==> src/rtl/pusch_dr_config.svh <==
// Build-time configuration for the PUSCH power front end
// lane count, antenna count, sample and word widths
// RBG lengths selected by the size code
`ifndef PUSCH_DR_CONFIG_SVH
`define PUSCH_DR_CONFIG_SVH

// ----------------------------------------------------------
// fronthaul geometry
// ----------------------------------------------------------
`define PUSCH_LANE      4                   // 64-bit lanes per beat
`define PUSCH_ANT       (2 * `PUSCH_LANE)   // two antennas per lane
`define PUSCH_IQ_W      16                  // width of I and of Q
`define PUSCH_WORD_W    64                  // lane and tx word width

// ----------------------------------------------------------
// power and RBG grouping
// ----------------------------------------------------------
`define PUSCH_PWR_W     40                  // accumulated power width
`define PUSCH_RBG_IDX_W 4                   // rbg index wraps mod 16
`define PUSCH_RBG_LEN_0 4                   // size code 0
`define PUSCH_RBG_LEN_1 8                   // size code 1
`define PUSCH_RBG_LEN_2 16                  // size codes 2 and 3

`endif
==> src/rtl/dr_core_pkg.sv <==
// Core datapath and control types
// per-antenna IQ sample, one RE across all antennas
// power sum vector, RBG size code, control FSM state
`default_nettype none

`include "pusch_dr_config.svh"

package dr_core_pkg;

    typedef struct packed {
        logic signed [`PUSCH_IQ_W-1:0] i;       // upper half
        logic signed [`PUSCH_IQ_W-1:0] q;       // lower half
    } iq_t;

    typedef iq_t [`PUSCH_ANT-1:0] ant_iq_t;

    typedef logic [`PUSCH_ANT-1:0][`PUSCH_PWR_W-1:0] pwr_vec_t;

    typedef enum logic [1:0] {
        RBG_4   = 2'd0,
        RBG_8   = 2'd1,
        RBG_16  = 2'd2,
        RBG_16B = 2'd3                          // same length as code 2
    } rbg_size_e;

    typedef enum logic [1:0] {
        ST_IDLE  = 2'd0,
        ST_ACCUM = 2'd1,
        ST_FLUSH = 2'd2
    } ctrl_state_e;

endpackage

`default_nettype wire

==> src/rtl/cpri_frame_pkg.sv <==
// Fronthaul framing types
// rx beat with lane words and sop/eop markers
// rx header carried in lane 0 of the sop beat
// tx header word and tx stream word
`default_nettype none

`include "pusch_dr_config.svh"

package cpri_frame_pkg;

    // ----------------------------------------------------------
    // rx side
    // ----------------------------------------------------------
    typedef struct packed {
        logic [3:0]  pkg_type;
        logic        cell_idx;
        logic [6:0]  slot_idx;
        logic [3:0]  symb_idx;
        logic [7:0]  fft_agc;
        logic [39:0] pad;                       // unused, zero
    } rx_hdr_t;

    typedef struct packed {
        logic [`PUSCH_LANE-1:0][`PUSCH_WORD_W-1:0] lane;
        logic                                      sop;    // header beat
        logic                                      eop;    // last RE beat
    } rx_beat_t;

    // ----------------------------------------------------------
    // tx side
    // ----------------------------------------------------------
    typedef struct packed {
        logic [1:0]  aiu_idx;
        logic [3:0]  pkg_type;
        logic        cell_idx;
        logic [6:0]  slot_idx;
        logic [3:0]  symb_idx;
        logic [3:0]  rbg_idx;
        logic [7:0]  fft_agc;
        logic [33:0] pad;                       // fills the lsbs
    } tx_hdr_t;

    typedef logic [`PUSCH_WORD_W-1:0] tx_word_t;

endpackage

`default_nettype wire

==> src/rtl/rx_unpack.sv <==
// Rx beat unpacker
// header register loaded from lane 0 of the sop beat
// RE beats split into per-antenna IQ samples
`timescale 1ns/100ps
`default_nettype none

`include "pusch_dr_config.svh"

module rx_unpack (
    input  wire logic                    i_clk,
    input  wire logic                    i_rst_n,

    input  wire cpri_frame_pkg::rx_beat_t i_beat,
    input  wire logic                    i_valid,
    output logic                         o_ready,
    input  wire logic                    i_take,    // fsm accepts the beat

    output cpri_frame_pkg::rx_hdr_t      o_hdr,
    output logic                         o_hdr_valid,
    output dr_core_pkg::ant_iq_t         o_re,
    output logic                         o_re_valid,
    output logic                         o_re_eop
);

    cpri_frame_pkg::rx_hdr_t hdr_q;

    assign o_ready     = i_take;
    assign o_hdr       = hdr_q;
    assign o_hdr_valid = i_valid & i_beat.sop;
    assign o_re_valid  = i_valid & ~i_beat.sop;
    assign o_re_eop    = i_beat.eop;

    // lane k: antenna 2k in the low half, 2k+1 in the high half
    always_comb begin
        for (int k = 0; k < `PUSCH_LANE; k++) begin
            o_re[2*k]   = i_beat.lane[k][31:0];
            o_re[2*k+1] = i_beat.lane[k][63:32];
        end
    end

    always_ff @(posedge i_clk or negedge i_rst_n) begin
        if (!i_rst_n) begin
            hdr_q <= '0;
        end else if (i_valid && i_beat.sop && i_take) begin
            hdr_q <= i_beat.lane[0];            // header lives in lane 0
        end
    end

endmodule

`default_nettype wire

==> config.mk <==
export PLATFORM = sky130hd
export DESIGN_NAME = rx_unpack
export DESIGN_NICKNAME = d
export VERILOG_FILES = /design/src/rtl/dr_core_pkg.sv /design/src/rtl/cpri_frame_pkg.sv /design/src/rtl/rx_unpack.sv
export VERILOG_INCLUDE_DIRS = /design/src /design/src/rtl
export SDC_FILE = /design/constraint.sdc
export NUM_CORES = 1
export LEC_CHECK = 0
export BUFFER_PORTS_ARGS = -buffer_cell sky130_fd_sc_hd__buf_2
export CAP_MARGIN = 20
export CORE_AREA = 4 4 223 225
export CTS_CLUSTER_SIZE = 12
export DETAILED_ROUTE_END_ITERATION = 16
export DIE_AREA = 0 0 227 229
export GPL_ROUTABILITY_DRIVEN = 0
export MAX_ROUTING_LAYER = met4
export PLACE_DENSITY = 0.31
export SKIP_CTS_REPAIR_TIMING = 1
export SLEW_MARGIN = 5
export SYNTH_ARGS = -nofsm -noshare
export SYNTH_HDL_FRONTEND = slang
export SYNTH_SLANG_ARGS = --single-unit
==> constraint.sdc <==
create_clock -name i_clk -period 0.9 [get_ports i_clk]
set_input_delay 0 -clock i_clk [delete_from_list [all_inputs] [get_ports i_clk]]
set_output_delay 0 -clock i_clk [all_outputs]
set_load 0.02 [all_outputs]
==> impl_results.md, run 1 <==
* VDD IR-drop max at 916 uV
* Net count, final at between 600 and 700
* Critical Path Stages at 1
* Cell Area, Placed at 4260 sq um
* Row count at 80
* CP Data Required Time at 900 ps
* Failing checks: setup timing
* Synthesis Warnings at 0
* Part of the power in registers at ~33%
* Min-Delay Path Depth at 0
* Gate power share at a little under a third
* Die area at 52000 sq um
* Fin. Hold Viols at 0
* CP startpoint kind: flop
* Iter 0 DRT Violations at 38
* IO Pins at approximately 590
* Post-layout min period at 924 ps
* Clock root buffer: clkbuf_16
* Syn Nets at roughly 660
* Clk sinks at 64
* Syn Std Cell Area at 4390 sq um
* Total number of vias at between 2000 and 3000
* Setup Skew at 0 ps
* Crit path buffers/inverters at 1
* Tcrit/Tclk final at 103%
* Status: finished, violations left
* Final WL at 15.8 mm
* Synth cell count leaders: 258 x buf_4, 64 x dfrtp_1, 59 x mux2_2, 6 x clkbuf_8, 5 x mux2_4
* Total power at between 10 and 15 mW
* Net Switching at around 3.6 mW
* Slowest stage delay, CP at between 400 and 500 ps
* Distinct cells, synth at 8
* Diodes inserted at 0
* Flip-flop count of the largest register, all copies and words added at 64
* Layout cells sized above 1 at 69.4%
* Synth area leaders: buf_4 44%, dfrtp_1 36%, mux2_2 15%, clkbuf_8 1.9%, mux2_4 1.7%
* DR WL/cell at between 15 and 20 um
* HPWL Detailed at ~12 mm
* Cell taking the most area after synthesis: buf_4
* Worst-margin pin slew at slightly below 400 ps
* Initial Util at 9.24%
* Tot GR Track Use at 5.70%
* Worst Setup Path Type: flop to output port
* Critical Path Fanout Max at 2
* Clock latency on the worst-skew pair at 360 ps
* Top FF cell, synth: dfrtp_1
* Slew Viols, Final at 0
* Synth top area share at 44.1%
* Top delay family on crit path: flip-flops
* Clock power share at 37.3%
* Fin area at roughly 5700 sq um
* Layout overhead on the synthesized area at 29.0%
* FFs w/ async S/R, synth at between 90% and 100%
* RSZ-0062 raised after global routing: yes
* Max_slew headroom at 74.2%
* R2R depth at 2
* Critical Path AT at 920 ps
* MaxCap Viol Count at 0
* Number of synthesized flops with an enable pin at 0
* PnR worst setup slack at -23.8 ps
* Sw Share at a little under a third
* Fmax at about 1.1 GHz
* First-pass GRT wire length at 19.4 mm
* Worst hold path class: primary input to output port
* Drt via density at 2.47
* Routed Antenna Nets at 0
* IO Port Bufs at 199
* CORE AREA at 47500 sq um
* Mean post-synth cell area at between 10 and 15 sq um
* Synthesized flop and latch total at 64
* DRT Pass-1 Iters at 3
* Largest net degree at the start of global routing at 65
* Die Span Y at 229 um
* CP Cell Sequence: buf_6
* Gr ovfl total at 0
* CTS tree: built
* Filler Cell Count at 5356
* Clock buffer count from CTS at 9
* Die Span X at 227 um
* Internal power at about 8.1 mW
* Pre-CTS setup slack at -174 ps
* Final setup vio count at 1
* Vias in the first global route at ~2600
* Clock Tree Buf Depth at 2
* Pwr Density at 2060 nW/um^2
* Count leader, synth: buf_4
* Gate Count Post-Synth at 395
* # H-tree levels at 3
* Initial antenna violation count at 0
* Post-route DRC at 0
* P_leak at 2.49 nW
* Slowest CP cell: dfrtp_1
* Clock slew at reported path FFs at 60 ps
* Post-synthesis sequential area ratio at approximately 36%
* CP endpoint kind: output port
==> area by class of cell <==
cell class	instances	area (sq um)	share of cell area (%)
Tap cell	615	769	13.6
Clock buffer	10	239	4.22
Sequential cell	64	1600	28.3
Multi-Input combinational cell	67	773	13.6
Timing Repair Buffer	275	2170	38.3
Clock inverter	6	114	2.01
==> logic make-up (layout without fill, tap and decap cells) <==
| family | after synthesis | after routing | synth area share [%] |
|---|---|---|---|
| AND/OR/NAND/NOR | 3 | 3 | 0.769 |
| buffers and inverters | 264 | 291 | 46.0 |
| multiplexers | 64 | 64 | 16.8 |
| flip-flops | 64 | 64 | 36.4 |
==> layout by cell type, fill, tap and decap left out <==
master,n
buf_2,134
dlygate4sd3_1,65
dfrtp_1,64
buf_6,64
mux2_2,59
clkbuf_16,9
buf_4,9
mux2_4,5
bufinv_16,3
buf_12,3
clkinvlp_4,2
and2_2,1
nand3_4,1
and2b_2,1
clkbuf_8,1
inv_6,1
==> per-stage QoR <==
step                TNS [ps]  cells  hold WS [ps]  util, %
floorplan                  0    395          -296        -
global placement       -7770    955         0.137     8.95
detailed placement     -9650    955         0.137     8.95
CTS                    -2660    971          -374     9.69
global route           -2110   1037        0.0353     11.9
finish                 -23.8   1037       0.00779     11.9
==> per-layer routing <==
metal  vias to the layer above  track usage, %  wire length [um]
li1                       1039               -                 -
met1                      1140            4.22              4080
met2                       264            8.11              7270
met3                       118            4.15              2740
met4                         0            6.73              1750
met5                         -               -                 0
==> path summary, 6_finish.rpt <==
| check | startpoint | end | slack (ps) |
|---|---|---|---|
| max | o_hdr[33]$_DFFE_PN0P_ | o_hdr[33] | -20 |
| min in group asynchronous | i_rst_n | o_hdr[38]$_DFFE_PN0P_ | 190 |
| min | i_beat[164] | o_re[162] | 0.008 |
| min reg2reg | o_hdr[30]$_DFFE_PN0P_ | o_hdr[30]$_DFFE_PN0P_ | 530 |
| max reg2reg | o_hdr[49]$_DFFE_PN0P_ | o_hdr[49]$_DFFE_PN0P_ | 0 |
| max in group asynchronous | i_rst_n | o_hdr[29]$_DFFE_PN0P_ | 400 |
==> power by group through the flow <==
| stage | clock, mW | combinational, mW | sequential (mW) |
|---|---|---|---|
| after floorplan | 0 | 2.27 | 4.42 |
| after global placement | 0 | 2.70 | 3.74 |
| after detailed placement | 0 | 2.71 | 3.72 |
| after CTS | 4.65 | 2.71 | 3.69 |
| after global routing | 4.71 | 3.74 | 3.89 |
| final | 4.36 | 3.51 | 3.82 |
Note: power is estimated with default switching activity, not from simulation.
==> inputs of run 2 (changes only) <==
Settings changed: CORE_AREA 4 4 223 225 to 4 4 228 230, DIE_AREA 0 0 227 229 to 0 0 232 234.
Clock period 0.9 ns to 0.8 ns, I/O delays scaled along.
==> run 2 against run 1 <==
The flow still finishes with violations (setup timing). Clock-buffer cell count fell by 1. Worst setup slack worse by 180 ps. Power grew 19%. Largest power group unchanged.
==> impl_results.md, run 2 (synthesized netlist as in run 1, its figures left out) <==
* Tot GR Track Use at 4.63% (-1.1 points)
* Clock root buffer: clkbuf_16
* P_leak at 2.86 nW (+14%)
* Diodes inserted at 0 (unchanged)
* Clock latency on the worst-skew pair at 360 ps (about the same)
* Post-layout min period at 1010 ps
* Fin. Hold Viols at 0 (unchanged)
* Gr ovfl total at 0 (unchanged)
* CP startpoint kind: flop
* Initial antenna violation count at 0 (unchanged)
* Final WL at 13.2 mm (-17%)
* Placed Cells at 1019 (+6.7%)
* Setup slack, reg-to-reg at -110 ps (-110 ps)
* Clk sinks at 64 (unchanged)
* Layout overhead on the synthesized area at 42.5%
* Pwr Density at 2220 nW/um^2 (+7.7%)
* Fin area at 6260 sq um (+11%)
* Cell Area, Placed at 4690 sq um (+10%)
* Total number of vias at 2620 (+2.3%)
* Drt via density at 2.34 (-5.1%)
* Row count at 82 (+2.5%)
* # H-tree levels at 3 (unchanged)
* Die area at 54300 sq um (+4.4%)
* Setup Skew at 0 ps (unchanged)
* Worst Hold Margin at 0.00561 ps (-0.00218 ps)
* HPWL Detailed at 9.83 mm (-18%)
* Net Switching at 4.12 mW (+15%)
* Tcrit/Tclk final at 126%
* Most frequent cells in the layout: 134 x buf_2, 71 x buf_6, 65 x dlygate4sd3_1, 64 x mux2_4, 63 x dfrtp_2
* Final sum of negative setup slack at -8510 ps (-8490 ps)
* Initial Util at 8.81% (-0.43 points)
* MaxCap Viol Count at 0 (unchanged)
* Gate power share at 33.9% (+3.9 points)
* Multi-input gate area at 995 sq um (+29%)
* Pre-CTS setup slack at -320 ps (-146 ps)
* First-pass GRT wire length at 16.7 mm (-14%)
* Clock slew at reported path FFs at 50 ps (about the same)
* Sw Share at 29.6% (-0.95 points)
* Part of the power in registers at 31.9% (-0.8 points)
* Die Span X at 232 um (+2.2%)
* PnR worst setup slack at -207 ps (-183 ps)
* Final setup vio count at 82 (+81)
* Util after Layout at 12.6% (+0.64 points)
* Wl on met1 at 4.36 mm (+6.9%)
* Status: finished, violations left
* Post-route DRC at 0 (unchanged)
* Layout cells sized above 1 at 85.2% (+16 points)
* Die Span Y at 234 um (+2.2%)
* RSZ-0062 raised after global routing: yes
* IO Port Bufs at 199 (unchanged)
* Routed Antenna Nets at 0 (unchanged)
* Wire length on met3 at 2.18 mm (-20%)
* Worst Setup Path Type: flop to output port
* CP Data Required Time at 800 ps (-100 ps)
* Largest net degree at the start of global routing at 35 (-46%)
* Met2 WL at 5.54 mm (-24%)
* Critical Path AT at 1010 ps (+90 ps)
* Flip-flop count of the largest register, all copies and words added at 64 (unchanged)
* IO Pins at 586 (unchanged)
* Top layer in use: met4
* VDD IR-drop max at 921 uV (+0.56%)
* Fmax at 0.993 GHz
* DR WL/cell at 11.8 um (-23%)
* CTS tree: built
* Total power at 13.9 mW (+19%)
* Slew Viols, Final at 0 (unchanged)
* Critical Path Fanout Max at 2 (unchanged)
* Storage cell area at 1680 sq um (+4.9%)
* CORE AREA at 49900 sq um (+4.9%)
* Layout Cells excl Fill at 1118 (+7.8%)
* Filler Cell Count at 5639 (+5.3%)
* Max_slew headroom at 82.9% (+8.7 points)
* Vias in the first global route at 2405 (-6.5%)
* Clock Tree Buf Depth at 2 (unchanged)
* Clock buffer count from CTS at 9 (unchanged)
* Worst-margin pin slew at 256 ps (-130 ps)
* Failing checks: setup timing
* Internal power at 9.80 mW (+21%)
* Net count, final at 703 (+3.5%)
* Commonest non-fill, non-tap cell in the layout: buf_2
* Iter 0 DRT Violations at 64 (+68%)
* Worst hold path class: primary input to output port
* CP endpoint kind: output port
* Clock power share at 34.3% (-3.0 points)
* DRT Pass-1 Iters at 4 (+1)
==> run 2: power groups by stage <==
stage / clock, mW / sequential, mW / combinational, mW
after CTS: 5.17 / 4.29 / 3.49
after global placement: 0 / 4.36 / 3.47
after floorplan: 0 / 5.12 / 2.90
after detailed placement: 0 / 4.33 / 3.49
final: 4.77 / 4.44 / 4.71
after global routing: 5.21 / 4.51 / 5.00
==> run 2: final timing paths <==
kind                                        from                    end  cells after the start
setup / recovery           o_hdr[42]$_DFFE_PN0P_              o_hdr[42]                      2
hold / removal                       i_beat[233]              o_re[231]                      0
max in group asynchronous                i_rst_n  o_hdr[42]$_DFFE_PN0P_                      3
setup reg to reg           o_hdr[42]$_DFFE_PN0P_  o_hdr[42]$_DFFE_PN0P_                      2
hold reg to reg            o_hdr[32]$_DFFE_PN0P_  o_hdr[32]$_DFFE_PN0P_                      1
min in group asynchronous                i_rst_n  o_hdr[19]$_DFFE_PN0P_                      3
==> run 2: layout make-up <==
| type | instances | area share, % |
|---|---|---|
| Sequential cell | 64 | 26.8 |
| Timing Repair Buffer | 299 | 38.3 |
| Clock buffer | 9 | 3.60 |
| Clock inverter | 7 | 1.92 |
| Multi-Input combinational cell | 67 | 15.9 |
| Tap cell | 672 | 13.4 |
==> run 2: routing by layer <==
metal	GRT usage (%)	vias to the layer above
met5	-	-
met4	4.95	0
met1	4.05	1197
met2	5.69	246
met3	4.00	86
li1	-	1091
==> run 2: worst max-delay path, stage by stage, from the launching register on <==
cell     delay (ps)
dfrtp_2         410
buf_6           120
buf_6           120
==> inputs of run 3 (changes only) <==
Settings changed: CAP_MARGIN 20 to 5, PLACE_DENSITY 0.31 to unset.
==> run 3 against run 2 <==
The run still ends with setup timing left. Global-route usage grew 0.38 points. Combinational power decreased by 3%. Utilization fell by 0.31 points. Via count rose by 1.6%. Final cell count is 1.2% lower. Flip-flop and latch count unchanged. Cell area is 2.4% lower. Highest routed layer unchanged.
==> impl_results.md, run 3 (synthesized netlist as in run 1, its figures left out) <==
* IO Pins at 586 (unchanged)
* Gr ovfl total at 0 (unchanged)
* First-pass GRT wire length at 17.6 mm (+5.3%)
* Min-Delay Path Depth at 0 (unchanged)
* Net count, final at 689 (-2.0%)
* Final setup vio count at 78 (-4.9%)
* Final WL at 15.2 mm (+15%)
* Fmax at 0.991 GHz (-0.18%)
* Post-layout min period at 1010 ps (+1.83 ps)
* # H-tree levels at 3 (unchanged)
* Worst hold path endpoint: o_re[151]
* R2R depth at 2 (unchanged)
* Max_slew headroom at 82.5% (-0.41 points)
* Worst-margin pin slew at 263 ps (+6.21 ps)
* Filler Cell Count at 5632 (-0.12%)
* VDD IR-drop max at 1030 uV (+12%)
* Die area at 54300 sq um (unchanged)
* Multi-input gate area at 995 sq um (unchanged)
* CP Launch Point: o_hdr[55]$_DFFE_PN0P_
* HPWL Detailed at 11.1 mm (+13%)
* CORE AREA at 49900 sq um (unchanged)
* CP endpoint kind: output port
* Iter 0 DRT Violations at 53 (-17%)
* Clock root buffer: clkbuf_16
* CP Cell Sequence: buf_6 -> buf_6
* P_leak at 2.77 nW (-3.1%)
* Fin. Hold Viols at 0 (unchanged)
* Critical Path AT at 1010 ps (about the same)
* Die Span Y at 234 um (unchanged)
* PnR worst setup slack at -209 ps (-1.83 ps)
* Initial Util at 8.81% (unchanged)
* Slowest CP cell: dfrtp_2
* Clock Tree Buf Depth at 2 (unchanged)
* Clock slew at reported path FFs at 60 ps (about the same)
* Slew Viols, Final at 0 (unchanged)
* Pwr Density at 2170 nW/um^2 (-2.4%)
* FF-to-FF End: o_hdr[29]$_DFFE_PN0P_
* Worst hold path class: primary input to output port
* Failing checks: setup timing
* Pre-CTS setup slack at -180 ps (+140 ps)
* Layout overhead on the synthesized area at 39.0%
* DR WL/cell at 13.8 um (+17%)
* Layout cells sized above 1 at 84.7% (-0.48 points)
* CP dominant cell by count: buf_6
* Clock latency on the worst-skew pair at 360 ps (about the same)
* Commonest non-fill, non-tap cell in the layout: buf_2
* Drt via density at 2.41 (+2.8%)
* Min-delay src: i_beat[153]
* IO Port Bufs at 199 (unchanged)
* CP Data Required Time at 800 ps (about the same)
* Final sum of negative setup slack at -7850 ps (+662 ps)
* Slowest stage delay, CP at 410 ps (about the same)
* Post-route DRC at 0 (unchanged)
* Worst Hold Margin at 0.00561 ps (+0.00000520 ps)
* Routed Antenna Nets at 0 (unchanged)
* Storage cell area at 1680 sq um (unchanged)
* Flip-flop count of the largest register, all copies and words added at 64 (unchanged)
* Most frequent cells in the layout: 134 x buf_2, 71 x buf_6, 65 x dlygate4sd3_1, 64 x mux2_4, 63 x dfrtp_2
* Critical Path Fanout Max at 2 (unchanged)
* Util after Layout at 12.3% (-0.31 points)
* R2R Path Start: o_hdr[29]$_DFFE_PN0P_
* MaxCap Viol Count at 0 (unchanged)
* Tot GR Track Use at 5.01% (+0.38 points)
* Largest net degree at the start of global routing at 32 (-8.6%)
* Initial antenna violation count at 2 (+2)
* Setup slack, reg-to-reg at -110 ps (about the same)
* Worst Setup Path Type: flop to output port
* Clk sinks at 64 (unchanged)
* Die Span X at 232 um (unchanged)
* Total number of vias at 2662 (+1.6%)
* Vias in the first global route at 2363 (-1.7%)
* Status: finished, violations left
* Row count at 82 (unchanged)
* RSZ-0062 raised after global routing: yes
* CP startpoint kind: flop
* Tcrit/Tclk final at 126% (+0.23 points)
* Setup Skew at 0 ps (unchanged)
* Clock buffer count from CTS at 9 (unchanged)
* CTS tree: built
* DRT Pass-1 Iters at 4 (unchanged)
[run 3: changes by cell type in the layout (fill, tap and decap cells not counted), sizes merged]
cell	change
clkinvlp	+1
bufinv	-2
diode	+1
clkinv	-1
buf	-14
clkbuf	+2
[run 3: metal layers]
metal | up-vias | GRT usage, % | share of wire [%]
met5 | - | - | 0
met3 | 106 | 5.03 | 19
met1 | 1190 | 3.72 | 27
met2 | 305 | 6.58 | 45
li1 | 1061 | - | -
met4 | 0 | 5.10 | 8.5
[run 3: layout make-up]
cell class                      instances  area share (%)
Clock buffer                           11            4.14
Timing Repair Buffer                  285            37.4
Multi-Input combinational cell         67            16.3
Clock inverter                          5           0.901
Sequential cell                        64            27.5
Tap cell                              672            13.8
Antenna cell                            1          0.0410
[run 3: through the flow]
stage	instance area (sq um)	cells	power [mW]
2_1_floorplan	4690	395	8.02
4_1_cts	4930	1026	12.2
3_5_place_dp	4620	1010	7.72
3_3_place_gp	4620	1010	7.68
5_1_grt	6110	1105	14.0
6_report	6110	1105	13.3
[run 3: report_power, final]
group	switching (mW)	total, mW	internal, mW
combinational	1.91	4.56	2.65
clock	1.66	4.22	2.57
sequential	0.498	4.47	3.97
[run 3: how the worst max path moves through the flow]
stage                                 end  slack (ps)
finish                          o_hdr[55]        -210
global route                    o_hdr[55]        -260
CTS                             o_hdr[55]        -300
detailed placement  o_hdr[21]$_DFFE_PN0P_        -180
global placement    o_hdr[19]$_DFFE_PN0P_        -160
floorplan           o_hdr[47]$_DFFE_PN0P_         -30
[run 3: worst max-delay path: cells and delay by family (launching register included)]
family | cells | cell delay (ps)
flops | 1 | 410
buf+inv | 2 | 240
