[src/rtl/pusch_dr_config.svh]
// Build-time configuration for the PUSCH power front end
// lane count, antenna count, sample and word widths
// RBG lengths selected by the size code
`ifndef PUSCH_DR_CONFIG_SVH
`define PUSCH_DR_CONFIG_SVH

// ----------------------------------------------------------
// fronthaul geometry
// ----------------------------------------------------------
`define PUSCH_LANE      4                   // 64-bit lanes per beat
`define PUSCH_ANT       (2 * `PUSCH_LANE)   // two antennas per lane
`define PUSCH_IQ_W      16                  // width of I and of Q
`define PUSCH_WORD_W    64                  // lane and tx word width

// ----------------------------------------------------------
// power and RBG grouping
// ----------------------------------------------------------
`define PUSCH_PWR_W     40                  // accumulated power width
`define PUSCH_RBG_IDX_W 4                   // rbg index wraps mod 16
`define PUSCH_RBG_LEN_0 4                   // size code 0
`define PUSCH_RBG_LEN_1 8                   // size code 1
`define PUSCH_RBG_LEN_2 16                  // size codes 2 and 3

`endif
[src/rtl/dr_core_pkg.sv]
// Core datapath and control types
// per-antenna IQ sample, one RE across all antennas
// power sum vector, RBG size code, control FSM state
`default_nettype none

`include "pusch_dr_config.svh"

package dr_core_pkg;

    typedef struct packed {
        logic signed [`PUSCH_IQ_W-1:0] i;       // upper half
        logic signed [`PUSCH_IQ_W-1:0] q;       // lower half
    } iq_t;

    typedef iq_t [`PUSCH_ANT-1:0] ant_iq_t;

    typedef logic [`PUSCH_ANT-1:0][`PUSCH_PWR_W-1:0] pwr_vec_t;

    typedef enum logic [1:0] {
        RBG_4   = 2'd0,
        RBG_8   = 2'd1,
        RBG_16  = 2'd2,
        RBG_16B = 2'd3                          // same length as code 2
    } rbg_size_e;

    typedef enum logic [1:0] {
        ST_IDLE  = 2'd0,
        ST_ACCUM = 2'd1,
        ST_FLUSH = 2'd2
    } ctrl_state_e;

endpackage

`default_nettype wire

[src/rtl/rbg_ctrl_fsm.sv]
// RBG control FSM
// IDLE waits for a packet header, ACCUM takes REs,
// FLUSH holds input while the frame goes out
`timescale 1ns/100ps
`default_nettype none

module rbg_ctrl_fsm (
    input  wire logic i_clk,
    input  wire logic i_rst_n,

    input  wire logic i_hdr_valid,
    input  wire logic i_re_valid,
    input  wire logic i_re_eop,
    input  wire logic i_rbg_last,
    input  wire logic i_flush_done,

    output logic      o_take,
    output logic      o_accum_en,
    output logic      o_accum_clr,
    output logic      o_cnt_step,
    output logic      o_cnt_rst,
    output logic      o_flush_valid
);

    dr_core_pkg::ctrl_state_e state_q, state_d;
    logic                     eop_q;            // frame being flushed ends the packet

    always_comb begin
        state_d       = state_q;
        o_take        = 1'b0;
        o_accum_en    = 1'b0;
        o_accum_clr   = 1'b0;
        o_cnt_step    = 1'b0;
        o_cnt_rst     = 1'b0;
        o_flush_valid = 1'b0;
        case (state_q)
            dr_core_pkg::ST_IDLE: begin
                o_take = 1'b1;                  // stray RE beats are dropped here
                if (i_hdr_valid) begin
                    o_cnt_rst   = 1'b1;
                    o_accum_clr = 1'b1;
                    state_d     = dr_core_pkg::ST_ACCUM;
                end
            end
            dr_core_pkg::ST_ACCUM: begin
                o_take = 1'b1;
                if (i_re_valid) begin
                    o_accum_en = 1'b1;
                    // closing RE holds the count so the rbg index stays put for the frame
                    o_cnt_step = ~i_rbg_last;
                    if (i_rbg_last || i_re_eop) begin
                        state_d = dr_core_pkg::ST_FLUSH;
                    end
                end
            end
            dr_core_pkg::ST_FLUSH: begin
                o_flush_valid = 1'b1;
                if (i_flush_done) begin
                    o_accum_clr = 1'b1;
                    o_cnt_step  = ~eop_q;       // advance to next group
                    o_cnt_rst   = eop_q;
                    state_d     = eop_q ? dr_core_pkg::ST_IDLE : dr_core_pkg::ST_ACCUM;
                end
            end
            default: state_d = dr_core_pkg::ST_IDLE;
        endcase
    end

    always_ff @(posedge i_clk or negedge i_rst_n) begin
        if (!i_rst_n) begin
            state_q <= dr_core_pkg::ST_IDLE;
            eop_q   <= 1'b0;
        end else begin
            state_q <= state_d;
            if (state_q == dr_core_pkg::ST_ACCUM && i_re_valid) begin
                eop_q <= i_re_eop;
            end
        end
    end

endmodule

`default_nettype wire

[config.mk]
export PLATFORM = sky130hd
export DESIGN_NAME = rbg_ctrl_fsm
export DESIGN_NICKNAME = d
export VERILOG_FILES = /design/src/rtl/dr_core_pkg.sv /design/src/rtl/rbg_ctrl_fsm.sv
export VERILOG_INCLUDE_DIRS = /design/src /design/src/rtl
export SDC_FILE = /design/constraint.sdc
export NUM_CORES = 1
export LEC_CHECK = 0
export ABC_AREA = 1
export BUFFER_PORTS_ARGS = -buffer_cell sky130_fd_sc_hd__buf_2
export CAP_MARGIN = 40
export CORE_AREA = 2 2 39 41
export CTS_BUF_LIST = sky130_fd_sc_hd__clkbuf_8
export CTS_CLUSTER_SIZE = 24
export DETAILED_ROUTE_END_ITERATION = 16
export DIE_AREA = 0 0 41 43
export HOLD_SLACK_MARGIN = 0.12
export RECOVER_POWER = 50
export SYNTH_ARGS = -nofsm -noshare
export SYNTH_HDL_FRONTEND = slang
export SYNTH_SLANG_ARGS = --single-unit
[constraint.sdc]
create_clock -name i_clk -period 1.7 [get_ports i_clk]
set_input_delay 0.085 -clock i_clk [delete_from_list [all_inputs] [get_ports i_clk]]
set_output_delay 0.085 -clock i_clk [all_outputs]
set_load 0.01 [all_outputs]
==> results of run 1 <==
kinds of logic after synthesis:
| logic type | Yosys count |
|---|---|
| buffers and inverters | 7 |
| adder cells (fa/ha/maj) | 7 |
| AO/OA/AOI/OAI | 7 |
| flip-flops | 3 |
| AND/OR/NAND/NOR | 22 |
where the power goes:
group / total (W) / internal [W] / switching (W)
combinational: 0.000421 / 0.000176 / 0.000245
clock: 0.000211 / 0.000155 / 0.0000567
sequential: 0.000140 / 0.000106 / 0.0000338
total: 0.000772 / 0.000437 / 0.000336
placed cells by master (no fill, tap or decap):
| cell type | instances |
|---|---|
| nand2_1 | 13 |
| buf_2 | 10 |
| inv_1 | 8 |
| ha_1 | 7 |
| nor2_1 | 4 |
| clkbuf_8 | 3 |
| dfrtp_1 | 3 |
| o21ai_0 | 2 |
| a21oi_1 | 2 |
| o21bai_1 | 2 |
| dlygate4sd3_1 | 2 |
| clkbuf_1 | 2 |
| nand3_1 | 1 |
| nor3b_1 | 1 |
| o21a_1 | 1 |
| or2_2 | 1 |
| nand2_2 | 1 |
| nor2_2 | 1 |
worst paths after layout:
check	start	end	slack [ps]	depth (start not counted)
hold / removal	i_rst_n	eop_q	190	2
setup reg to reg	state_q[0]	state_q[0]	410	6
min in group i_clk	i_re_valid	eop_q	200	4
setup / recovery	state_q[1]	o_cnt_step	90	5
hold reg to reg	eop_q	eop_q	610	2
max in group asynchronous	i_rst_n	state_q[1]	1340	2
registers in the layout (all words and copies together), names as in the netlist:
register and count:
eop_q 1, state_q 2
per-stage QoR:
stage / total power [W] / cells / util / cell area (sq um)
3_5_place_dp: 0.000564 / 74 / 0.296 / 409
4_1_cts: 0.000787 / 80 / 0.343 / 474
2_1_floorplan: 0.000436 / 46 / - / 329
6_report: 0.000772 / 80 / 0.339 / 469
5_1_grt: 0.000844 / 80 / 0.339 / 469
3_3_place_gp: 0.000566 / 74 / 0.296 / 409
layer usage:
metal  vias up  global-route usage  wire, um
li1        178                   -         -
met1       155               0.113       327
met2         9               0.147       357
met3         3              0.0628        54
met4         0              0.0800        15
met5         -                   0         0
critical path, cell delays in order (launching register included):
cell and delay, ps:
dfrtp_1 410, inv_1 160, ha_1 260, nor3b_1 220, o21a_1 140, buf_2 120
area by class of cell:
cell class | count | area [sq um] | area share
Multi-Input combinational cell | 36 | 225 | 0.480
Timing Repair Buffer | 14 | 77.6 | 0.165
Sequential cell | 3 | 75.1 | 0.160
Clock buffer | 3 | 41.3 | 0.0880
Inverter | 7 | 26.3 | 0.0560
Tap cell | 16 | 20.0 | 0.0427
Clock inverter | 1 | 3.75 | 0.00800
cell usage after synthesis:
| cell type | instances |
|---|---|
| o21bai_1 | 2 |
| nor2_1 | 4 |
| nand3_1 | 1 |
| nor3b_1 | 1 |
| dfrtp_1 | 3 |
| o21a_1 | 1 |
| nand2_1 | 12 |
| nor2_2 | 1 |
| ha_1 | 7 |
| inv_1 | 7 |
| or2_2 | 1 |
| o21ai_0 | 2 |
| a21oi_1 | 2 |
| nand2_2 | 2 |
==> out/summary.txt, run 1 <==
Grt total ovfl - 0
Multiplexer share of the synthesized area - 0
CP endpoint kind - primary output
Sink Count - 3
Buffers on Ports - 12
Mapped cell area - 329 sq um
Post-Synth Adder-Cell Area - 0.266
I/O pin count - 13
Startpoint types - flop
Post-Synthesis Cells - 46
Clock root cell - clkbuf_8
Wire per inst - 9.45 um
Worst EP required - 1620 ps
Outcome - finished, final reports clean
Period utilisation layout - 0.945
Avg Cell Area, Syn - 7.15 sq um
Vias in the first global route - 312
CTS tree - done
Routed vias - 345
Gr usage total - 0.107
Sequential-to-total area share from yosys stat - 0.228
CTS buffer count - 3
TritonRoute pass-1 iters - 3
Fill cell count - 158
FP Rows - 14
Syn-to-layout area delta - 42.6%
Gpl congestion - 0.686
DR vias/cell - 4.31
Drt total wl - 756 um
TNS Setup - 0 ps
Post-synth top area share - 0.266
Worst clock skew - 7.86 ps
Slew margin rel. - 0.880
Initial core utilization - 0.238
Complex-gate fraction of the synthesized area - 0.129
PostCTS Resize Cnt - 0
DIE AREA - 1760 sq um
CTS Hold Buffers Added - 2
Synthesis-stage register bit count - 3
Final Slew Violations - 0
Initial antenna violation count - 0
Netlist cell types - 14
Worst Path Arrival - 1520 ps
H-tree levels - 1
Largest area contributor in the netlist - ha_1
Min-Delay Path Class - primary input to async pin
Leak - 0.279 nW
Worst slack at placement - 336 ps
Die Ht - 43 um
Drc violations - 0
Hold Violations, Final - 0
Post-Synth XOR/XNOR Area - 0
Worst vdd ir - 642 uV
Synth warn - 0
Final min period - 1610 ps
Max Root-Sink Buffers - 2
Max Fclk - 623 MHz
RSZ-0062 raised after global routing - no
Syn Nets - 60
Worst Tran Pin Value - 179 ps
Final setup violation count - 0
Share of cells above drive strength 1 - 0.250
Max Cap Viol - 0
Total Nets Final - 79
Power per cell area - 1650 nW/um^2
Worst-skew pair later-pin latency - 220 ps
Antenna-violating nets left - 0
Global-route wire length before repair - 1.18 mm
Hold_ws - 194 ps
DP HPWL - 572 um
Die Wd - 41 um
Post-CTS setup buffer count - 0
Critical path type - flop to primary output
CP max FO - 5
Fin worst setup slack - 93.9 ps
Synth area leaders - ha_1 (27%), dfrtp_1 (23%), nand2_1 (14%), inv_1 (8.0%), nor2_1 (4.6%)
Antenna fix cells - 0
CTS clk-pin slew, worst paths - 40 ps
Placeable Area - 1380 sq um
Largest net degree at the start of global routing - 6
Simple logic cell fraction of the synthesized area - 0.297
Iteration-0 DRC Markers - 7
Largest family of logic cells by synthesized area - simple AND/OR/NAND/NOR gates
Note: power is estimated with default switching activity, not from simulation.
==> inputs of run 2 (changes only) <==
==> constraint.sdc (replaced) <==
create_clock -name i_clk -period 1.9 [get_ports i_clk]
set_input_delay 0.095 -clock i_clk [delete_from_list [all_inputs] [get_ports i_clk]]
set_output_delay 0.095 -clock i_clk [all_outputs]
set_load 0.01 [all_outputs]
==> run 2 against run 1 <==
Net effect: sequential share of layout area unchanged; count of clock-buffer cells in the layout unchanged; critical path depth stayed put; cell area did not move; register-to-register slack improved by 190 ps; global-route usage grew 0.89 points; critical endpoint unchanged; largest cell class unchanged.
==> out/summary.txt, run 2 (same netlist as run 1, synthesis figures left out) <==
Placed cell area - 409 sq um (unchanged)
Post-CTS setup buffer count - 0 (unchanged)
Gpl congestion - 0.709 (+3.3%)
Largest net degree at the start of global routing - 6 (unchanged)
Sink Count - 3 (unchanged)
CP endpoint kind - primary output
Gr usage total - 0.116 (+0.00894)
DR vias/cell - 4.23 (-2.0%)
Most flops, register - state_q
CP max FO - 5 (unchanged)
Worst EP required - 1800 ps (+180 ps)
Biggest regs - state_q: 2 flops, eop_q: 1 flops
TNS Setup - 0 ps (unchanged)
TritonRoute pass-1 iters - 4 (+1)
Max Root-Sink Buffers - 2 (unchanged)
Max Fclk - 616 MHz
DIE AREA - 1760 sq um (unchanged)
Initial core utilization - 0.238 (unchanged)
Worst vdd ir - 569 uV (-11%)
Leak - 0.279 nW (about the same)
Commonest non-fill, non-tap cell in the layout - nand2_1
Worst slack at placement - 510 ps (+174 ps)
Die Ht - 43 um (unchanged)
Period utilisation layout - 0.854
Worst Tran Pin Value - 198 ps (+18.5 ps)
Total Nets Final - 79 (unchanged)
Initial antenna violation count - 0 (unchanged)
Worst Path Arrival - 1530 ps (about the same)
I/O pin count - 13 (unchanged)
Hold Violations, Final - 0 (unchanged)
Min-Delay Path Class - primary input to flop
Global-route wire length before repair - 1.26 mm (+7.0%)
Final min period - 1620 ps
Vias in the first global route - 313 (+0.32%)
CTS buffer count - 3 (unchanged)
DP HPWL - 578 um (+1.1%)
Design area - 469 sq um (unchanged)
Most frequent cells in the layout - nand2_1 (13), buf_2 (10), inv_1 (8), ha_1 (7), nor2_1 (4)
Routed vias - 338 (-2.0%)
Number of flip-flops in the largest register - 2 (unchanged)
RSZ-0062 raised after global routing - no
H-tree levels - 1 (unchanged)
Power per cell area - 1450 nW/um^2 (-12%)
Antenna-violating nets left - 0 (unchanged)
Die Wd - 41 um (unchanged)
Iteration-0 DRC Markers - 7 (unchanged)
CTS tree - done
FP Rows - 14 (unchanged)
Syn-to-layout area delta - 42.6% (unchanged)
Drc violations - 0 (unchanged)
Final setup violation count - 0 (unchanged)
Max Cap Viol - 0 (unchanged)
Clock root cell - clkbuf_8
Placeable Area - 1380 sq um (unchanged)
Share of cells above drive strength 1 - 0.250 (unchanged)
Antenna fix cells - 0 (unchanged)
Fin worst setup slack - 278 ps (+184 ps)
Grt total ovfl - 0 (unchanged)
Wire per inst - 9.10 um (-3.7%)
PostCTS Resize Cnt - 0 (unchanged)
CTS Hold Buffers Added - 2 (unchanged)
Drt total wl - 728 um (-3.7%)
Startpoint types - flop
Buffers on Ports - 12 (unchanged)
Final Slew Violations - 0 (unchanged)
Slew margin rel. - 0.868 (-0.0124)
Worst-skew pair later-pin latency - 220 ps (about the same)
Critical path type - flop to primary output
Outcome - finished, final reports clean
CTS clk-pin slew, worst paths - 30 ps (about the same)
Worst clock skew - 0.896 ps (-6.97 ps)
==> run 2: cell counts in the layout (fill, tap and decap cells not counted) <==
Identical to the previous run, type by type.
==> run 2: final cells by class <==
type                       instances  area [sq um]
sequential                         3          75.1
tap                               16          20.0
clock buffer                       3          41.3
timing repair buffer              14          77.6
clock inverter                     1          3.75
inverter                           7          26.3
multi-input combinational         36           225
fill                             150           915
==> run 2: metal layers <==
metal  part of all wire  vias to the layer above  GRT usage
li1                   -                      179          -
met1               0.42                      149      0.116
met2               0.50                       10      0.163
met3              0.077                        0     0.0942
met4                  0                        0     0.0600
met5                  0                        -          0
==> run 2: power by group <==
group	switching (W)	leakage [nW]	internal [W]
clock network	0.0000448	0.0269	0.000138
logic	0.000216	0.214	0.000155
registers	0.0000317	0.0375	0.0000952
total	0.000292	0.279	0.000388
==> run 2: critical path, stage by stage, from the launching register on <==
cell and delay, ps:
dfrtp_1 410, inv_1 160, ha_1 250, nor3b_1 230, o21a_1 140, buf_2 120
==> run 2: worst paths after layout <==
path	start	end	slack [ps]	depth (start not counted)
max in group asynchronous	i_rst_n	state_q[1]	1530	2
setup / recovery	state_q[1]	o_cnt_step	280	5
hold reg to reg	eop_q	eop_q	600	2
setup reg to reg	state_q[1]	state_q[0]	600	7
hold / removal	i_re_valid	eop_q	200	4
min in group asynchronous	i_rst_n	eop_q	220	2
==> run 2: stage by stage <==
step	std cells	total power (W)	utilization	hold WS, ps
2_1_floorplan	46	0.000390	-	-201
3_3_place_gp	74	0.000506	0.296	-104
3_5_place_dp	74	0.000503	0.296	-104
4_1_cts	80	0.000699	0.343	195
5_1_grt	80	0.000756	0.339	230
6_report	80	0.000681	0.339	203
==> inputs of run 3 (changes only) <==
--- a/config.mk
+++ b/config.mk
@@ -6,12 +6,11 @@
 export SDC_FILE = /design/constraint.sdc
 export NUM_CORES = 1
 export LEC_CHECK = 0
-export ABC_AREA = 1
 export BUFFER_PORTS_ARGS = -buffer_cell sky130_fd_sc_hd__buf_2
 export CAP_MARGIN = 40
 export CORE_AREA = 2 2 39 41
 export CTS_BUF_LIST = sky130_fd_sc_hd__clkbuf_8
-export CTS_CLUSTER_SIZE = 24
+export CTS_CLUSTER_SIZE = 10
 export DETAILED_ROUTE_END_ITERATION = 16
 export DIE_AREA = 0 0 41 43
 export HOLD_SLACK_MARGIN = 0.12
==> run 3 against run 2 <==
Net effect: total power up 5.1%; count of clock-buffer cells in the layout stayed put; global-route usage fell by 2.3 points; via count fell by 15%; sequential power about the same; critical path depth up 1; critical path type unchanged.
==> out/summary.txt, run 3 <==
Outcome - finished, final reports clean
Post-synth top flop - dfrtp_1
Routed vias - 287 (-15%)
Critical path type - flop to primary output
Commonest non-fill, non-tap cell in the layout - buf_2
DP HPWL - 544 um (-5.9%)
Synth cell count leaders - ha_1 (7), dfrtp_1 (3), nand2_1 (3)
Worst path slowest cell - dfrtp_1
Hold wc startpoint - i_re_eop
Placeable Area - 1380 sq um (unchanged)
Worst slack at placement - 304 ps (-206 ps)
Final min period - 1600 ps (-26.2 ps)
Clock root cell - clkbuf_8
Grt total ovfl - 0 (unchanged)
H-tree levels - 1 (unchanged)
Most frequent cells in the layout - buf_2 (10), ha_1 (7)
Footprint of the multi-input gates - 269 sq um (+19%)
Most common cell in the synthesized netlist - ha_1
Largest area contributor in the netlist - ha_1
Hold Violations, Final - 0 (unchanged)
CTS buffer count - 3 (unchanged)
Async SR Flop Fraction - 1.00 (unchanged)
Initial antenna violation count - 0 (unchanged)
Max Fclk - 627 MHz (+1.6%)
Gr usage total - 0.0926 (-0.0229)
Total Nets Final - 66 (-16%)
Post-Synthesis Cells - 34 (-26%)
Share of cells above drive strength 1 - 0.392 (+0.142)
DR vias/cell - 4.28 (+1.4%)
Min-Delay Path Class - primary input to flop
Number of flip-flops in the largest register - 2 (unchanged)
Reg-to-reg startpoint - state_q[0]
Drc violations - 0 (unchanged)
Worst vdd ir - 686 uV (+21%)
Slew margin rel. - 0.769 (-0.0990)
Post-Route M1 WL - 244 um (-21%)
Synth area leaders - ha_1 (25%), dfrtp_1 (21%), a2111oi_4 (7.7%), o41ai_2 (4.6%), nor2b_4 (3.9%)
Sequential-to-total area share from yosys stat - 0.211 (-0.0169)
TNS Setup - 0 ps (unchanged)
Netlist cell types - 22 (+8)
Gpl congestion - 0.763 (+7.7%)
I/O pin count - 13 (unchanged)
Most flops, register - state_q
Synthesis-stage register bit count - 3 (unchanged)
Worst clock skew - 1.45 ps (+0.557 ps)
Max Cap Viol - 0 (unchanged)
Met3 WL - 25 um (-55%)
Flop-to-flop setup slack - 320 ps (-280 ps)
TritonRoute pass-1 iters - 2 (-2)
CP max stage delay - 400 ps (about the same)
Largest net degree at the start of global routing - 6 (unchanged)
Max Root-Sink Buffers - 2 (unchanged)
Post-synth top area share - 0.246 (-0.0197)
Power per cell area - 1470 nW/um^2 (+1.1%)
Startpoint types - flop
Iteration-0 DRC Markers - 2 (-5)
Syn Nets - 48 (-20%)
Final Slew Violations - 0 (unchanged)
Antenna fix cells - 0 (unchanged)
Sink Count - 3 (unchanged)
Worst-skew pair later-pin latency - 210 ps (about the same)
Register area - 75.1 sq um (unchanged)
Max Used Layer - met3
Final setup violation count - 0 (unchanged)
Fill cell count - 159 (+6.0%)
Leak - 0.238 nW (-14%)
Hold Path End - eop_q
CTS tree - done
Metal2 WL - 362 um (-0.28%)
Die Wd - 41 um (unchanged)
Initial core utilization - 0.257 (+0.0190)
Buffers on Ports - 12 (unchanged)
Antenna-violating nets left - 0 (unchanged)
Mapped cell area - 355 sq um (+8.0%)
CP max FO - 5 (unchanged)
Worst EP required - 1800 ps (about the same)
Vias in the first global route - 296 (-5.4%)
Syn-to-layout area delta - 37.3%
Crit path from - state_q[1]
CTS clk-pin slew, worst paths - 30 ps (about the same)
Worst Path Arrival - 1500 ps (-30 ps)
Biggest regs - state_q: 2 flops, eop_q: 1 flops
Global-route wire length before repair - 1.09 mm (-14%)
R2r endpoint - state_q[0]
Avg Cell Area, Syn - 10.5 sq um (+46%)
Fin worst setup slack - 304 ps (+26.2 ps)
Post-synth EDFFs - 0 (unchanged)
Die Ht - 43 um (unchanged)
RSZ-0062 raised after global routing - no
Wire per inst - 9.43 um (+3.7%)
Drt total wl - 632 um (-13%)
Period utilisation layout - 0.840 (-0.0138)
Hold-critical path depth - 2 (-2)
Crit-path cells - inv_1 > ha_1 > nand2_1 > o22ai_1 > and2_1 > buf_2
Worst Tran Pin Value - 345 ps (+147 ps)
Reg2Reg Depth - 5 (-2)
DIE AREA - 1760 sq um (unchanged)
CP endpoint kind - primary output
Synth warn - 0 (unchanged)
FP Rows - 14 (unchanged)
-- run 3: changes by cell type after synthesis, moves of 2 or more --
cell,change
and2_1,+2
inv_1,-5
nand2_1,-9
nand2_2,-2
nor2_1,-3
-- run 3: how the worst max path moves through the flow --
stage	cells after the start	slack (ps)	endpoint
finish	6	300	o_cnt_step
global route	5	160	state_q[0]
detailed placement	5	300	state_q[0]
CTS	6	290	o_cnt_step
global placement	5	330	state_q[0]
floorplan	5	410	state_q[0]
-- run 3: repair_timing --
action / CTS / global route
hold buffers: 1 / 0
hold endpoints to repair: 3 / 0
gates resized for setup: 0 / 0
setup buffers: 0 / 0
-- run 3: report_power, final --
part	total, W	internal (W)	switching, W	leakage [nW]
Sequential	0.000130	0.0000967	0.0000337	0.0366
Combinational	0.000410	0.000204	0.000206	0.175
Clock	0.000175	0.000137	0.0000380	0.0269
Total	0.000715	0.000438	0.000277	0.238
-- run 3: worst max-delay path, delay by kind of cell (launching register included) --
kind,cells,cell delay [ps]
compound gates,1,110
fa+ha+maj,1,280
buf+inv,2,280
flops,1,400
simple gates,2,210
-- run 3: area by class of cell --
type | count | area share
clock buffer | 3 | 0.0846
clock inverter | 1 | 0.00769
inverter | 3 | 0.0231
multi-input combinational | 28 | 0.551
sequential | 3 | 0.154
tap | 16 | 0.0410
timing repair buffer | 13 | 0.138
-- run 3: logic make-up after synthesis --
| kind of cell | Yosys count | synth area share |
|---|---|---|
| adders and majority gates | 7 | 0.246 |
| buffers and inverters | 3 | 0.0317 |
| DFF | 3 | 0.211 |
| and+or+nand+nor | 12 | 0.229 |
| AOI/OAI and AO/OA | 7 | 0.222 |
| muxes | 2 | 0.0599 |
-- run 3: through the flow --
step | instances | util | area, sq um | hold slack, ps | power (W)
floorplan | 34 | - | 355 | -201 | 0.000439
global placement | 62 | 0.315 | 435 | -108 | 0.000550
detailed placement | 62 | 0.315 | 435 | -109 | 0.000552
CTS | 67 | 0.354 | 490 | 138 | 0.000735
global route | 67 | 0.353 | 488 | 148 | 0.000793
finish | 67 | 0.353 | 488 | 136 | 0.000715
-- run 3: metal layers --
metal,GRT usage,vias to the layer above
met3,0.0157,0
met2,0.159,5
met5,0,-
met4,0.0600,0
li1,-,152
met1,0.0942,130
